==> src/exu_pkg.sv <==
package exu_pkg;

    // isa widths
    localparam int xlen = 64;
    localparam int addr_w = 32;
    localparam int strb_w = 8;

    // bus response code for a good transfer
    localparam logic [1:0] resp_okay = 2'b00;
    // sequential pc step
    localparam logic [xlen-1:0] insn_bytes = 64'd4;

    typedef logic [4:0] reg_idx_t;

    typedef enum logic [5:0] {
        op_add, op_sub, op_sll, op_srl, op_sra,
        op_and, op_or, op_xor, op_slt, op_sltu,
        op_lui, op_beq, op_bne, op_blt, op_bgeu, op_jal, op_jalr,
        op_lb, op_lbu, op_lh, op_lhu, op_lw, op_lwu, op_ld,
        op_sb, op_sh, op_sw, op_sd
    } exu_op_e;

    // decoded instruction as handed over by the decoder
    typedef struct packed {
        exu_op_e         op;
        reg_idx_t        rd;
        reg_idx_t        rs1;
        reg_idx_t        rs2;
        logic            use_imm;
        logic [xlen-1:0] imm;
        logic [xlen-1:0] pc;
    } exu_insn_t;

    // commit record
    typedef struct packed {
        reg_idx_t        rd;
        logic            wen;
        logic [xlen-1:0] value;
        logic [xlen-1:0] next_pc;
    } exu_retire_t;

    typedef struct packed {
        logic [addr_w-1:0] addr;
    } mem_ar_t;

    typedef struct packed {
        logic [xlen-1:0] data;
        logic [1:0]      resp;
    } mem_r_t;

    typedef struct packed {
        logic [addr_w-1:0] addr;
    } mem_aw_t;

    typedef struct packed {
        logic [xlen-1:0]   data;
        logic [strb_w-1:0] strb;
    } mem_w_t;

    function automatic logic is_load(exu_op_e op);
        return op inside {op_lb, op_lbu, op_lh, op_lhu, op_lw, op_lwu, op_ld};
    endfunction

    function automatic logic is_store(exu_op_e op);
        return op inside {op_sb, op_sh, op_sw, op_sd};
    endfunction

    // access size in bytes, 8 for ld/sd and anything else
    function automatic logic [3:0] op_size(exu_op_e op);
        case (op)
            op_lb, op_lbu, op_sb: return 4'd1;
            op_lh, op_lhu, op_sh: return 4'd2;
            op_lw, op_lwu, op_sw: return 4'd4;
            default:              return 4'd8;
        endcase
    endfunction

endpackage
==> src/exu_alu.sv <==
`timescale 1ns/1ns

module exu_alu (
    input  exu_pkg::exu_insn_t         insn,
    input  logic [exu_pkg::xlen-1:0]   src1,
    input  logic [exu_pkg::xlen-1:0]   src2,
    output logic [exu_pkg::xlen-1:0]   result,
    output logic [exu_pkg::xlen-1:0]   next_pc
);
    import exu_pkg::*;

    logic [xlen-1:0] op_b;
    logic [5:0]      shamt;
    logic [xlen-1:0] seq_pc;
    logic [xlen-1:0] br_target;
    logic [xlen-1:0] rs1_imm;
    logic            taken;

    always_comb begin
        // second operand: immediate or rs2
        op_b = insn.use_imm ? insn.imm : src2;
        // rv64 shifts take 6 bits
        shamt = op_b[5:0];
        seq_pc = insn.pc + insn_bytes;
        br_target = insn.pc + insn.imm;
        // effective address for loads/stores, also jalr base
        rs1_imm = src1 + insn.imm;

        case (insn.op)
            op_add:  result = src1 + op_b;
            op_sub:  result = src1 - op_b;
            op_sll:  result = src1 << shamt;
            op_srl:  result = src1 >> shamt;
            op_sra:  result = $signed(src1) >>> shamt;
            op_and:  result = src1 & op_b;
            op_or:   result = src1 | op_b;
            op_xor:  result = src1 ^ op_b;
            op_slt:  result = {63'd0, $signed(src1) < $signed(op_b)};
            op_sltu: result = {63'd0, src1 < op_b};
            op_lb, op_lbu, op_lh, op_lhu, op_lw, op_lwu, op_ld,
            op_sb, op_sh, op_sw, op_sd: result = rs1_imm;
            default: result = src1 + op_b;
        endcase

        // branch condition, always on rs1/rs2
        case (insn.op)
            op_beq:  taken = (src1 == src2);
            op_bne:  taken = (src1 != src2);
            op_blt:  taken = ($signed(src1) < $signed(src2));
            op_bgeu: taken = (src1 >= src2);
            default: taken = 1'b0;
        endcase

        if (insn.op == op_jal) begin
            next_pc = br_target;
        end else if (insn.op == op_jalr) begin
            // low bit cleared per isa
            next_pc = {rs1_imm[xlen-1:1], 1'b0};
        end else if (taken) begin
            next_pc = br_target;
        end else begin
            next_pc = seq_pc;
        end
    end

endmodule

==> config.mk <==
export PLATFORM = sky130hd
export DESIGN_NAME = exu_alu
export DESIGN_NICKNAME = d
export VERILOG_FILES = /design/src/exu_pkg.sv /design/src/exu_alu.sv
export SDC_FILE = /design/constraint.sdc
export NUM_CORES = 2
export LEC_CHECK = 0
export BUFFER_PORTS_ARGS = -buffer_cell sky130_fd_sc_hd__buf_4
export CAP_MARGIN = 10
export CELL_PAD_IN_SITES_DETAIL_PLACEMENT = 1
export CELL_PAD_IN_SITES_GLOBAL_PLACEMENT = 2
export CORE_MARGIN = 3
export CORE_UTILIZATION = 36
export DETAILED_ROUTE_END_ITERATION = 10
export PLACE_DENSITY = 0.95
export SLEW_MARGIN = 30
export SYNTH_ARGS = -nofsm -noshare
export SYNTH_HDL_FRONTEND = slang
export SYNTH_SLANG_ARGS = --single-unit
==> constraint.sdc <==
create_clock -name vclk -period 30.3
set_input_delay 9.09 -clock vclk [all_inputs]
set_output_delay 9.09 -clock vclk [all_outputs]
set_load 0.05 [all_outputs]
==> results_dict.tcl <==
set metrics [dict create \
    grt_max_degree 84 \
    postCtsHoldBufs 0 \
    synth_nets 5652 \
    final_nets 5774 \
    final_cell_mix "nand2_1, a21oi_1, nor2_1, buf_4, o21ai_0" \
    synth_fa_ha_area_frac 0.157 \
    max_slew.worst_pin.slew_ns 1.07 \
    max_freq_mhz 39.7 \
    grt_pass1_vias 40600 \
    first_iter_violations 5262 \
    cts_resized 0 \
    final.fill_count 11300 \
    coreArea_um2 85500 \
    die_h_um 301 \
    synth_top_family_by_area "compound AO/OA/AOI/OAI gates" \
    met2_usage 0.592 \
    use_met1 0.554 \
    slowest_delay_ns 0.72 \
    synthXorXnorAreaFrac 0.0592 \
    cp.depth 18 \
    busiest_layer "met2" \
    tns_ns 0 \
    path_cells "buf_4, buf_4, nand2_1, o21a_1, ha_1, nor4_1, nand2_1, nor3_1, nand3_1, nor3_1, o2111ai_1, a2bb2oi_1, a221oi_1, nor4_1, mux2i_1, a221oi_1, o221ai_1, buf_4" \
    rsz0062_at_grt "no" \
    slowest_stage "nor4_1" \
    routed_via_density 6.77 \
    cp_top_family "simple AND/OR/NAND/NOR gates" \
    drive_above_1_share 0.109 \
    cp_max_fo 83 \
    hpwl_mm 156 \
    synth_cell_types 79 \
    grt_util_all_layers 0.396 \
    rows 107 \
    clock_buffers 0 \
    seqCellArea_um2 0 \
    worstPathArrival_ns 16.11 \
    synth_compound_area_frac 0.388 \
    grt_pass1_wl_mm 272 \
    seq_cells 0 \
    wl_mm 190 \
    syn_inst 4985 \
    postCtsSetupRepairBufs 0 \
    initial_core_util 0.365 \
    drv_slew 0 \
    crit_buf_inv 3 \
    critical_path_class "in -> out" \
    hp-class "in -> out" \
    drc 0 \
    postSynthAreaPerCell_um2 6.27 \
    portBuffers 391 \
    wl_per_cell_um 30.4 \
    design.die.area_um2 90300 \
    muxShareOfSynthArea 0.0928 \
    final_common_cell "nand2_1" \
    slew_headroom 0.280 \
    place_congestion 1.08 \
    synthSimpleGateAreaFrac 0.226 \
    drv_cap 0 \
    endpoint "result[60]" \
    io_pins 406 \
    syn_area_um2 31200 \
    num_vias 42300 \
    setup_viol 0 \
    final.period_utilization 0.832 \
    synth_warnings 0 \
    antenna_found_initial 8 \
    crit_path_end_kind "output pin" \
    dr.pass1.iters 7 \
    syn2layout_area_growth_pct 12.0 \
    min_period_ns 25.20 \
    die_w_um 301 \
    crit_top_cell "buf_4" \
    worstPathRequired_ns 21.21 \
    drt.antenna.violating_nets 0 \
    grt_overflow_total 0 \
    hold_viol 0 \
    cp-start-kind "input port" \
    yosysSeqAreaShare 0 \
    startpoint "insn[128]" \
    status "finished, final reports clean" \
    met3_usage 0.0844 \
]
## synthesized netlist by cell type (86+ instances only)
master      n  area, um2
nand2_1   590       2210
o21ai_0   443       2220
ha_1      385       4820
a21o_1    103        773
nor3_1    103        515
nand3_1   105        526
xnor2_1   139       1220
a21oi_1   501       2510
o21a_1     87        653
o22ai_1    86        538
inv_1     291       1090
clkbuf_1  293       1100
mux2i_1   240       2400
nor2_1    491       1840
## metal layers
layer / vias up / routed length, um
met5: - / 52
met4: 8 / 8600
met3: 408 / 22400
met2: 2471 / 78900
met1: 20800 / 79900
li1: 18600 / -
## logic make-up (layout without fill, tap and decap cells)
kind of cell             count (synthesis)  count (layout)
adder cells (fa/ha/maj)                389             389
AO/OA/AOI/OAI                         1884            1884
other                                    0               3
buffers and inverters                  640             760
AND/OR/NAND/NOR                       1593            1593
XOR/XNOR                               211             211
multiplexers                           268             268
## worst min-delay path, delay by kind of cell
family	cells	cell delay, ns
buffers and inverters	2	0.28
AO/OA/AOI/OAI	1	0.12
## how the worst min path moves through the flow
stage	startpoint	endpoint	slack, ns	cells after the start
detailed placement	insn[0]	next_pc[0]	18.57	3
finish	insn[0]	next_pc[0]	18.58	3
global route	insn[0]	next_pc[0]	18.60	3
global placement	insn[0]	next_pc[0]	18.57	3
floorplan	insn[41]	next_pc[41]	18.54	3
CTS	insn[0]	next_pc[0]	18.58	3
## stage by stage
| step | std cells | hold slack [ns] | worst slack (ns) | utilization | instance area [um2] |
|---|---|---|---|---|---|
| finish | 6252 | 18.58 | 5.10 | 0.409 | 35000 |
| global route | 6250 | 18.60 | 4.75 | 0.409 | 35000 |
| CTS | 6249 | 18.58 | 5.28 | 0.409 | 35000 |
| detailed placement | 6249 | 18.57 | 5.29 | 0.409 | 35000 |
| global placement | 6249 | 18.57 | 5.31 | 0.409 | 35000 |
| floorplan | 4985 | 18.54 | 6.29 | - | 31200 |
## area by class of cell
class,instances,area (um2),area share
Multi-Input combinational cell,4345,29000,0.828
Timing Repair Buffer,459,3450,0.0985
Tap cell,1144,1430,0.0409
Inverter,301,1140,0.0325
Antenna cell,3,7.51,0.000215
