## config.mk

```make
export PLATFORM = sky130hd
export DESIGN_NAME = exu_ctrl
export DESIGN_NICKNAME = d
export VERILOG_FILES = /design/src/exu_pkg.sv /design/src/exu_ctrl.sv
export SDC_FILE = /design/constraint.sdc
export NUM_CORES = 1
export LEC_CHECK = 0
export ABC_AREA = 1
export BUFFER_PORTS_ARGS = -buffer_cell sky130_fd_sc_hd__buf_2
export CORE_AREA = 5 5 272 274
export DETAILED_ROUTE_END_ITERATION = 8
export DIE_AREA = 0 0 277 279
export PLACE_DENSITY_LB_ADDON = 0.15
export SETUP_SLACK_MARGIN = 0.15
export SLEW_MARGIN = 20
export SYNTH_ARGS = -nofsm -noshare
export SYNTH_HDL_FRONTEND = slang
export SYNTH_SLANG_ARGS = --single-unit
```

## constraint.sdc

```tcl
create_clock -name clk -period 11.95 [get_ports clk]
set_input_delay 0.5975 -clock clk [delete_from_list [all_inputs] [get_ports clk]]
set_output_delay 0.5975 -clock clk [all_outputs]
set_load 0.01 [all_outputs]
```

## src/exu_pkg.sv

```systemverilog
package exu_pkg;

    // isa widths
    localparam int xlen = 64;
    localparam int addr_w = 32;
    localparam int strb_w = 8;

    // bus response code for a good transfer
    localparam logic [1:0] resp_okay = 2'b00;
    // sequential pc step
    localparam logic [xlen-1:0] insn_bytes = 64'd4;

    typedef logic [4:0] reg_idx_t;

    typedef enum logic [5:0] {
        op_add, op_sub, op_sll, op_srl, op_sra,
        op_and, op_or, op_xor, op_slt, op_sltu,
        op_lui, op_beq, op_bne, op_blt, op_bgeu, op_jal, op_jalr,
        op_lb, op_lbu, op_lh, op_lhu, op_lw, op_lwu, op_ld,
        op_sb, op_sh, op_sw, op_sd
    } exu_op_e;

    // decoded instruction as handed over by the decoder
    typedef struct packed {
        exu_op_e         op;
        reg_idx_t        rd;
        reg_idx_t        rs1;
        reg_idx_t        rs2;
        logic            use_imm;
        logic [xlen-1:0] imm;
        logic [xlen-1:0] pc;
    } exu_insn_t;

    // commit record
    typedef struct packed {
        reg_idx_t        rd;
        logic            wen;
        logic [xlen-1:0] value;
        logic [xlen-1:0] next_pc;
    } exu_retire_t;

    typedef struct packed {
        logic [addr_w-1:0] addr;
    } mem_ar_t;

    typedef struct packed {
        logic [xlen-1:0] data;
        logic [1:0]      resp;
    } mem_r_t;

    typedef struct packed {
        logic [addr_w-1:0] addr;
    } mem_aw_t;

    typedef struct packed {
        logic [xlen-1:0]   data;
        logic [strb_w-1:0] strb;
    } mem_w_t;

    function automatic logic is_load(exu_op_e op);
        return op inside {op_lb, op_lbu, op_lh, op_lhu, op_lw, op_lwu, op_ld};
    endfunction

    function automatic logic is_store(exu_op_e op);
        return op inside {op_sb, op_sh, op_sw, op_sd};
    endfunction

    // access size in bytes, 8 for ld/sd and anything else
    function automatic logic [3:0] op_size(exu_op_e op);
        case (op)
            op_lb, op_lbu, op_sb: return 4'd1;
            op_lh, op_lhu, op_sh: return 4'd2;
            op_lw, op_lwu, op_sw: return 4'd4;
            default:              return 4'd8;
        endcase
    endfunction

endpackage
```

## src/exu_ctrl.sv

```systemverilog
`timescale 1ns/1ns

module exu_ctrl (
    input  logic                        clk,
    input  logic                        rst,
    input  exu_pkg::exu_insn_t          insn,
    input  logic                        insn_valid,
    output logic                        insn_ready,
    output exu_pkg::exu_insn_t          cur_insn,
    input  logic [exu_pkg::xlen-1:0]    alu_result,
    input  logic [exu_pkg::xlen-1:0]    next_pc,
    output logic                        mem_start,
    input  logic                        mem_done,
    input  logic [exu_pkg::xlen-1:0]    load_value,
    output exu_pkg::exu_retire_t        retire,
    output logic                        retire_valid,
    input  logic                        retire_ready,
    output logic                        rf_wen,
    output exu_pkg::reg_idx_t           rf_waddr,
    output logic [exu_pkg::xlen-1:0]    rf_wdata
);
    import exu_pkg::*;

    typedef enum logic [1:0] {
        st_idle,
        st_exec,
        st_mem_wait,
        st_retire
    } ctrl_state_e;

    ctrl_state_e state;
    logic        is_mem;
    logic        no_write;
    exu_retire_t rec;

    always_comb begin
        is_mem = is_load(cur_insn.op) || is_store(cur_insn.op);
        // stores and branches leave rd alone
        no_write = is_store(cur_insn.op) ||
                   (cur_insn.op inside {op_beq, op_bne, op_blt, op_bgeu});
        rec.rd = cur_insn.rd;
        rec.wen = !no_write;
        rec.next_pc = next_pc;
        case (cur_insn.op)
            // link address
            op_jal, op_jalr: rec.value = cur_insn.pc + insn_bytes;
            op_lui:          rec.value = cur_insn.imm;
            default:         rec.value = is_load(cur_insn.op) ? load_value : alu_result;
        endcase
    end

    // lsu kick, single cycle in exec
    assign mem_start = (state == st_exec) && is_mem;

    always_ff @(posedge clk) begin
        if (rst) begin
            state <= st_idle;
            insn_ready <= 1'b0;
            retire_valid <= 1'b0;
        end else begin
            case (state)
                st_idle: begin
                    if (insn_valid && insn_ready) begin
                        state <= st_exec;
                        insn_ready <= 1'b0;
                    end else begin
                        // first cycle out of reset lands here
                        insn_ready <= 1'b1;
                    end
                end
                st_exec: begin
                    if (is_mem) begin
                        state <= st_mem_wait;
                    end else begin
                        state <= st_retire;
                        retire_valid <= 1'b1;
                    end
                end
                st_mem_wait: begin
                    if (mem_done) begin
                        state <= st_retire;
                        retire_valid <= 1'b1;
                    end
                end
                st_retire: begin
                    if (retire_ready) begin
                        state <= st_idle;
                        retire_valid <= 1'b0;
                        insn_ready <= 1'b1;
                    end
                end
                default: state <= st_idle;
            endcase
        end
    end

    // payload registers
    always_ff @(posedge clk) begin
        if (insn_valid && insn_ready) begin
            cur_insn <= insn;
        end
        if ((state == st_exec && !is_mem) || (state == st_mem_wait && mem_done)) begin
            retire <= rec;
        end
    end

    // regfile written on the retire handshake edge
    assign rf_wen = retire_valid && retire_ready && retire.wen;
    assign rf_waddr = retire.rd;
    assign rf_wdata = retire.value;

    // retire record held steady until the consumer takes it
    a_retire_hold: assert property (@(posedge clk) disable iff (rst)
        retire_valid && !retire_ready |=> retire_valid && $stable(retire));

endmodule

```

==> results.toml <==
[power_and_ir_drop]
finalPower_uw = 3620
internal_power_uw = 2400
switching_power_uw = 1220
p_leak_uw = 0.00836
ir_drop_mv = 0.0989
p_comb_share_pct = 23.6
seqPwrFrac_pct = 44.4
pwr_density_cell_nw_per_um2 = 190
p_sw_share_pct = 33.8
p_clk_share_pct = 32.1

[die]
io_pins = 704
die_w_um = 277
std_cell_rows = 98
start_util_pct = 19.3
die_area_um2 = 77300
core_area_um2 = 71100
dieHeight_um = 279

[place]
gp_congestion = 0.852
port_buffers = 703
hpwl_um = 54300

[clocking]
ctsHoldBuffers = 0
cts_resized = 0
cts_tree = "built"
cts_made_buffers = 39
cts_buffer_depth = 3
cts_root_buffer = "clkbuf_16"
clk_pin_slew_ns = 0.06
clock_latency_ns = 0.56
cts_sinks = 288
cts.htree.levels = 2
cts_setup_buffers = 0

[yosys]
syn_avg_cell_area_um2 = 9.87
synthCells = 1388
ys.flop_type = "edfxtp_1"
synthArstFlopShare_pct = 0
syn_nets = 1741
synth_edf_count = 284
ys_seq_area_share_pct = 62.8
yosysWarnings = 0
ys_types = 29
ys_seq_elements = 288
syn_area_um2 = 13700

[global_routing]
grt_pass1_wl_um = 92200
grt_usage_pct = 16.3
grt_pass1_vias = 12900
grt-ovfl-total = 0
grt_max_degree = 87
antenna_found_initial = 9

[setup_path]
crit_buf_inv = 2
cp_max_fo = 86
crit_required_ns = 12.11
crit_path_max_incr_delay_ns = 0.82
crit_chain = "nor2_1 > nand2_2 > nand2_4 > nand2_1 > o21ai_4 > buf_4 > buf_4"
crit_path_top_delay_cell = "buf_4"
crit_path_end_kind = "flip-flop"
cp_top_family = "buffers and inverters"
critPathLaunchType = "flip-flop"
crit_type = "reg -> reg"
cp_common_cell = "buf_4"
worst_ep_arrival_time_ns = 4.59

[routing]
num_vias = 12500
drc = 0
first_iter_violations = 785
routedWlPerCell_um = 22.3
postRouteAntennaNets = 0
first_pass_iters = 5
viasPerCell = 4.14
drt_wl_total_um = 67100

[timing]
min_period_over_period_pct = 37.0
finalCriticalPeriod_ns = 4.43
fin_skew_ns = 0.0257
drv_slew = 0
finalSetupTns_ns = 0
setup_viol = 0
worst_pin_slew_ns = 1.05
slew_headroom_pct = 30.2
finalHoldViolations = 0
maxClockFrequency_ghz = 0.226
rsz0062_at_grt = "false"
whs_ns = 0.209

[layout]
drive_above_1_share_pct = 38.7
layout_common_cells = "buf_2 (703), nand2_1 (418), edfxtp_1 (284)"
final_common_cell = "buf_2"
n_fill_cell = 7787
final_nets = 2382
areaGrowthSynthToFinish_pct = 38.7

[job]
maxCapViolCount = 0

[status]
status = "finished clean"

[min_path]
hp-class = "in -> reg"
==> cell type report <==
class / instances / area, um^2 / share of cell area [%]
Inverter: 114 / 433 / 2.28
Clock buffer: 47 / 1030 / 5.40
Antenna cell: 4 / 10.0 / 0.0527
Clock inverter: 25 / 221 / 1.17
Sequential cell: 288 / 8610 / 45.3
Timing Repair Buffer: 709 / 3560 / 18.7
Tap cell: 950 / 1190 / 6.25
Multi-Input combinational cell: 877 / 3950 / 20.8
==> Yosys cell counts (6+ instances only) <==
cell / n / area (um^2)
nand2_1: 418 / 1570
edfxtp_1: 284 / 8530
nand3_1: 152 / 761
nor2_1: 139 / 522
inv_1: 111 / 417
buf_4: 77 / 578
o21ai_0: 34 / 170
a21oi_1: 32 / 160
buf_2: 21 / 105
nand4_1: 17 / 106
o211ai_1: 14 / 105
a22oi_1: 12 / 90.1
o21bai_1: 12 / 90.1
or2_2: 12 / 75.1
clkbuf_1: 9 / 33.8
nor3_1: 8 / 40.0
ha_1: 6 / 75.1
==> per-stage QoR <==
stage	setup slack [ns]	utilization, %	cell area (um^2)	instances
floorplan	0.678	-	13700	1388
global placement	7.54	25.0	17700	2938
detailed placement	7.48	25.0	17700	2938
CTS	7.46	26.7	19000	3010
global route	7.21	26.7	19000	3014
finish	7.52	26.7	19000	3014
==> worst paths after layout <==
path,start,endpoint,slack (ns),cells after the start
worst min register to register,cur_insn[141]$_DFFE_PP_,rf_waddr[2]$_DFFE_PP_,0.45,0
worst min-delay path,insn[28],cur_insn[28]$_DFFE_PP_,0.21,1
worst max-delay path,cur_insn[146]$_DFFE_PP_,rf_wdata[31]$_DFFE_PP_,7.52,7
worst max register to register,cur_insn[146]$_DFFE_PP_,rf_wdata[31]$_DFFE_PP_,7.52,7
==> power groups by stage <==
| stage | clock network [uW] | logic [uW] | registers, uW |
|---|---|---|---|
| 2_1_floorplan | 0 | 386 | 1730 |
| 3_3_place_gp | 0 | 877 | 1630 |
| 3_5_place_dp | 0 | 878 | 1630 |
| 4_1_cts | 1200 | 879 | 1620 |
| 5_1_grt | 1240 | 931 | 1630 |
| 6_report | 1160 | 853 | 1610 |
==> kinds of logic (layout without fill, tap and decap cells) <==
logic type / count (synthesis) / in the layout / share of synthesized area, %
simple gates: 763 / 763 / 23.5
compound gates: 107 / 107 / 4.64
xor+xnor: 1 / 1 / 0.0639
other cells: 0 / 4 / 0
buf+inv: 223 / 895 / 8.47
flops: 288 / 288 / 62.8
fa+ha+maj: 6 / 6 / 0.548
==> layer usage <==
metal / routed length, um / share of wire [%] / track usage [%] / vias to the layer above
li1: - / - / - / 5915
met1: 26200 / 39 / 18.9 / 5992
met2: 34800 / 52 / 29.6 / 464
met3: 4140 / 6.2 / 3.88 / 102
met4: 2030 / 3.0 / 5.34 / 6
met5: 37 / 0.055 / 0 / -
==> worst reg2reg max path, cell delays in order (launching register included) <==
cell	delay, ns
edfxtp_1	0.45
nor2_1	0.19
nand2_2	0.10
nand2_4	0.70
nand2_1	0.29
o21ai_4	0.66
buf_4	0.64
buf_4	0.85
==> state kept, by name, indices dropped and copies added (netlist names) <==
signal / count
cur_insn: 150
retire_valid: 1
state: 2
rf_wdata: 64
insn_ready: 1
rf_waddr: 5
retire: 65
Note: power is estimated with default switching activity, not from simulation.
