### config.mk
export PLATFORM = sky130hd
export DESIGN_NAME = exu_lsu
export DESIGN_NICKNAME = d
export VERILOG_FILES = /design/src/exu_pkg.sv /design/src/exu_lsu.sv
export SDC_FILE = /design/constraint.sdc
export NUM_CORES = 1
export LEC_CHECK = 0
export BUFFER_PORTS_ARGS = -buffer_cell sky130_fd_sc_hd__buf_2
export CORE_AREA = 2 2 215 217
export CTS_BUF_LIST = sky130_fd_sc_hd__clkbuf_8
export CTS_CLUSTER_SIZE = 25
export DETAILED_ROUTE_END_ITERATION = 8
export DIE_AREA = 0 0 217 219
export HOLD_SLACK_MARGIN = 0.05
export SYNTH_ARGS = -nofsm -noshare
export SYNTH_HDL_FRONTEND = slang
export SYNTH_SLANG_ARGS = --single-unit
### constraint.sdc
create_clock -name clk -period 42.5 [get_ports clk]
set_input_delay 6.375 -clock clk [delete_from_list [all_inputs] [get_ports clk]]
set_output_delay 6.375 -clock clk [all_outputs]
set_load 0.03 [all_outputs]
### src/exu_pkg.sv
package exu_pkg;

    // isa widths
    localparam int xlen = 64;
    localparam int addr_w = 32;
    localparam int strb_w = 8;

    // bus response code for a good transfer
    localparam logic [1:0] resp_okay = 2'b00;
    // sequential pc step
    localparam logic [xlen-1:0] insn_bytes = 64'd4;

    typedef logic [4:0] reg_idx_t;

    typedef enum logic [5:0] {
        op_add, op_sub, op_sll, op_srl, op_sra,
        op_and, op_or, op_xor, op_slt, op_sltu,
        op_lui, op_beq, op_bne, op_blt, op_bgeu, op_jal, op_jalr,
        op_lb, op_lbu, op_lh, op_lhu, op_lw, op_lwu, op_ld,
        op_sb, op_sh, op_sw, op_sd
    } exu_op_e;

    // decoded instruction as handed over by the decoder
    typedef struct packed {
        exu_op_e         op;
        reg_idx_t        rd;
        reg_idx_t        rs1;
        reg_idx_t        rs2;
        logic            use_imm;
        logic [xlen-1:0] imm;
        logic [xlen-1:0] pc;
    } exu_insn_t;

    // commit record
    typedef struct packed {
        reg_idx_t        rd;
        logic            wen;
        logic [xlen-1:0] value;
        logic [xlen-1:0] next_pc;
    } exu_retire_t;

    typedef struct packed {
        logic [addr_w-1:0] addr;
    } mem_ar_t;

    typedef struct packed {
        logic [xlen-1:0] data;
        logic [1:0]      resp;
    } mem_r_t;

    typedef struct packed {
        logic [addr_w-1:0] addr;
    } mem_aw_t;

    typedef struct packed {
        logic [xlen-1:0]   data;
        logic [strb_w-1:0] strb;
    } mem_w_t;

    function automatic logic is_load(exu_op_e op);
        return op inside {op_lb, op_lbu, op_lh, op_lhu, op_lw, op_lwu, op_ld};
    endfunction

    function automatic logic is_store(exu_op_e op);
        return op inside {op_sb, op_sh, op_sw, op_sd};
    endfunction

    // access size in bytes, 8 for ld/sd and anything else
    function automatic logic [3:0] op_size(exu_op_e op);
        case (op)
            op_lb, op_lbu, op_sb: return 4'd1;
            op_lh, op_lhu, op_sh: return 4'd2;
            op_lw, op_lwu, op_sw: return 4'd4;
            default:              return 4'd8;
        endcase
    endfunction

endpackage
### src/exu_lsu.sv
`timescale 1ns/1ns

module exu_lsu (
    input  logic                        clk,
    input  logic                        rst,
    input  exu_pkg::exu_insn_t          cur_insn,
    input  logic [exu_pkg::xlen-1:0]    addr,
    input  logic [exu_pkg::xlen-1:0]    store_src,
    input  logic                        mem_start,
    output logic                        mem_done,
    output logic [exu_pkg::xlen-1:0]    load_value,
    output exu_pkg::mem_ar_t            ar,
    output logic                        ar_valid,
    input  logic                        ar_ready,
    input  exu_pkg::mem_r_t             r,
    input  logic                        r_valid,
    output logic                        r_ready,
    output exu_pkg::mem_aw_t            aw,
    output logic                        aw_valid,
    input  logic                        aw_ready,
    output exu_pkg::mem_w_t             w,
    output logic                        w_valid,
    input  logic                        w_ready,
    input  logic [1:0]                  b_resp,
    input  logic                        b_valid,
    output logic                        b_ready
);
    import exu_pkg::*;

    typedef enum logic [2:0] {
        st_idle,
        st_read_req,
        st_read_wait,
        st_write_req,
        st_write_wait
    } lsu_state_e;

    lsu_state_e        state;
    logic [3:0]        size;
    logic [strb_w-1:0] strb_base;
    logic [strb_w-1:0] strb;
    logic [xlen-1:0]   byte_mask;
    logic [xlen-1:0]   wdata_lane;
    logic [addr_w-1:0] addr_q;
    logic [xlen-1:0]   rdata_q;
    logic [xlen-1:0]   rshift;

    // store lane placement from address bits 2:0
    always_comb begin
        size = op_size(cur_insn.op);
        // 1 -> 01, 2 -> 03, 4 -> 0f, 8 -> ff
        strb_base = strb_w'((9'd1 << size) - 9'd1);
        strb = strb_base << addr[2:0];
        for (int i = 0; i < strb_w; i++) begin
            byte_mask[i*8 +: 8] = {8{strb[i]}};
        end
        wdata_lane = (store_src << {addr[2:0], 3'b000}) & byte_mask;
    end

    always_ff @(posedge clk) begin
        if (rst) begin
            state <= st_idle;
            aw_valid <= 1'b0;
            w_valid <= 1'b0;
            mem_done <= 1'b0;
        end else begin
            mem_done <= 1'b0;
            case (state)
                st_idle: begin
                    if (mem_start && is_store(cur_insn.op)) begin
                        state <= st_write_req;
                        aw_valid <= 1'b1;
                        w_valid <= 1'b1;
                    end else if (mem_start) begin
                        state <= st_read_req;
                    end
                end
                st_read_req: begin
                    if (ar_ready) begin
                        state <= st_read_wait;
                    end
                end
                st_read_wait: begin
                    if (r_valid) begin
                        state <= st_idle;
                        mem_done <= 1'b1;
                    end
                end
                st_write_req: begin
                    // aw and w complete independently
                    if (aw_ready) begin
                        aw_valid <= 1'b0;
                    end
                    if (w_ready) begin
                        w_valid <= 1'b0;
                    end
                    if ((!aw_valid || aw_ready) && (!w_valid || w_ready)) begin
                        state <= st_write_wait;
                    end
                end
                st_write_wait: begin
                    if (b_valid) begin
                        state <= st_idle;
                        mem_done <= 1'b1;
                    end
                end
                default: state <= st_idle;
            endcase
        end
    end

    // request payload, captured once at start
    always_ff @(posedge clk) begin
        if (state == st_idle && mem_start) begin
            addr_q <= addr[addr_w-1:0];
            w <= '{data: wdata_lane, strb: strb};
        end
        if (r_valid && r_ready) begin
            rdata_q <= r.data;
        end
    end

    assign ar.addr = addr_q;
    assign aw.addr = addr_q;
    assign ar_valid = (state == st_read_req);
    assign r_ready = (state == st_read_wait);
    assign b_ready = (state == st_write_wait);

    // load lane select then extend
    always_comb begin
        rshift = rdata_q >> {addr_q[2:0], 3'b000};
        case (cur_insn.op)
            op_lb:   load_value = {{56{rshift[7]}}, rshift[7:0]};
            op_lbu:  load_value = {56'd0, rshift[7:0]};
            op_lh:   load_value = {{48{rshift[15]}}, rshift[15:0]};
            op_lhu:  load_value = {48'd0, rshift[15:0]};
            op_lw:   load_value = {{32{rshift[31]}}, rshift[31:0]};
            op_lwu:  load_value = {32'd0, rshift[31:0]};
            default: load_value = rshift;
        endcase
    end

    // only okay responses are modelled
    a_r_okay: assert property (@(posedge clk) disable iff (rst)
        r_valid && r_ready |-> r.resp == resp_okay);
    a_b_okay: assert property (@(posedge clk) disable iff (rst)
        b_valid && b_ready |-> b_resp == resp_okay);

    // no access may span two 8-byte lines
    a_no_cross: assert property (@(posedge clk) disable iff (rst)
        mem_start |-> ({1'b0, addr[2:0]} + op_size(cur_insn.op)) <= 4'd8);

endmodule

==> flow_summary.toml <==
[die]
start_util_pct = 22.97
io_pins = 560
coreArea_um2 = 45090
rows = 78
fp.dieH_um = 219
dieArea_um2 = 47520
die_x_um = 217

[cts]
hold_buffers = 0
worstSkewPairLatency_ns = 0.56
ctsRootBufferMaster = "clkbuf_8"
cts.sinks = 174
clk_path_buf_depth = 2
path_clk_slew_ns = 0.10
cts_inserted_buffers = 17
cts_resized = 0
cts_max_level = 4
cts_setup_buffers = 0
cts_tree = "yes"

[route]
ant_nets = 0
viasPerCell = 4.821
wl_mm = 41.77
post-route-drc-count = 0
drt_iter0_drc = 863
wl_per_cell_um = 22.09
via_count = 9117
dr.pass1.iters = 5

[placement]
numPortBuffers = 379
dp_hpwl_mm = 31.81
finalWeightedCongestion = 0.8767

[synth]
synth.top_cell.area_share_pct = 48.72
synthSimpleGateAreaFrac_pct = 11.58
synth_seq_area_share_pct = 49.88
postSynthCellCount = 954
syn_nets = 1313
synthMuxAreaShare_pct = 16.17
syn_avg_cell_area_um2 = 10.85
synth-edff-count = 168
synth_cell_types = 77
synth_most_common_cell = "edfxtp_1"
synthXorXnorAreaFrac_pct = 0
ys_top_cells_by_area = "edfxtp_1 (49%), mux2i_1 (9.0%), mux2_2 (5.7%), o21ai_0 (4.5%), a21oi_1 (3.1%)"
synth_top_family_by_area = "multiplexers"
synth.largest_area_cell = "edfxtp_1"
synth_compound_area_share_pct = 16.05
ys_warn_count = 0
ys.flop_type = "edfxtp_1"
ys_ff_latch = 174
synthArstFlopShare_pct = 0
netlist_area_um2 = 10350
synth_fa_ha_area_share_pct = 0.6042
synthTopCellsByCount = "edfxtp_1 (168), o21ai_0 (94), mux2i_1 (93)"

[sta]
fin_worst_skew_ns = 0.02070
worst_slew_pin_slew_ns = 1.029
hold_viol = 0
relSlewSlack_pct = 31.38
setup_viol = 0
whs_ns = 0.4938
tns_ns = 0
grt_setup_unrepaired = "no"
fin_crit_sh_pct = 36.76
fmax_mhz = 64.01
layout_min_cycle_time_ns = 15.62
drv_slew = 0

[setup_path]
startpoint_type = "primary input"
crit_path_end_kind = "output pin"
arrival_ns = 9.25
crit_fanout = 32
required_ns = 36.12
worstSetupPathType = "primary input to output pin"

[worst_hold_path]
holdCritPathClass = "flop to flop"

[global_route]
antenna_found_initial = 15
grt_max_degree = 75
globalRouteOverflowTotal = 0
grt_pass1_vias = 8500
grt_util_all_layers_pct = 17.04
grt_pass1_wl_mm = 57.82

[cells_and_area]
fillCellCount = 4737
drive_gt1_share_pct = 40.20
area_growth_pct = 26.12
final_nets = 1627

[outcome]
status = "completed"

[job]
drv_cap = 0

[power_and_ir_drop]
powerDensity_nw_per_um2 = 35.63
ir_drop_uv = 23.84
p_leak_nw = 5.423
[report_power, final]
group          total [mW]  internal, mW  switching, mW
combinational       0.131        0.0382         0.0925
clock               0.128        0.0553         0.0732
sequential          0.206         0.202        0.00462
total               0.465         0.295          0.170
[sequential cells by signal, indices dropped and copies added, names as in the netlist]
signal    count
w            72
rdata_q      64
ar           32
state         3
aw_valid      1
mem_done      1
w_valid       1
[worst max-delay path, stage by stage]
cell,delay [ns]
buf_2,0.12
nand2b_1,0.31
nor3_1,0.11
nand3_2,0.21
a21boi_4,0.57
o21a_2,0.68
o21ai_0,0.51
buf_2,0.33
[final cells by class]
cell class	count	area, µm²	area share (%)
Antenna cell	10	25.02	0.1916
Sequential cell	174	5165	39.55
Clock buffer	17	234.0	1.792
Tap cell	600	750.7	5.748
Inverter	17	63.81	0.4886
Multi-Input combinational cell	665	4609	35.29
Clock inverter	15	207.7	1.590
Timing Repair Buffer	393	2004	15.35
[cell families after synthesis]
kind of cell	after synthesis
flops	174
simple gates	254
fa+ha+maj	5
buf+inv	115
mux	152
compound gates	254
[stage by stage]
step / power (mW) / setup WS, ns / std cells / util [%] / area [µm²]
2_1_floorplan: 0.2977 / 23.78 / 954 / - / 10350
3_3_place_gp: 0.3399 / 26.87 / 1849 / 27.93 / 12590
3_5_place_dp: 0.3402 / 26.90 / 1849 / 27.93 / 12590
4_1_cts: 0.4713 / 26.90 / 1881 / 28.91 / 13040
5_1_grt: 0.4857 / 26.60 / 1887 / 28.94 / 13050
6_report: 0.4653 / 26.88 / 1891 / 28.97 / 13060
[per-layer routing]
layer  wire length [µm]  vias up  track usage (%)
met4                901        6            7.123
li1                   -     4198                -
met1              19290     4433            24.20
met5                 34        -                0
met3               4196       50            5.988
met2              17340      430            23.09
[path summary, 6_finish.rpt]
path,startpoint,end,slack (ns),depth (start not counted)
max,cur_insn[149],load_value[32],26.88,8
min,aw_valid,aw_valid,0.49,2
max reg2reg,state[2],w[60],39.90,3
min reg2reg,aw_valid,aw_valid,0.49,2
[layout by cell type (no fill, tap or decap), drive strengths merged, types with 10 or more instances in the layout]
master / n
nand2: 86
nor3: 12
o21ai: 96
diode: 10
o211ai: 20
edfxtp: 168
o22ai: 11
mux2i: 94
clkinv: 12
buf: 393
nand3: 26
mux2: 52
and2: 10
clkbuf: 17
inv: 18
nor2: 86
a21oi: 66
Note: power is estimated with default switching activity, not from simulation.
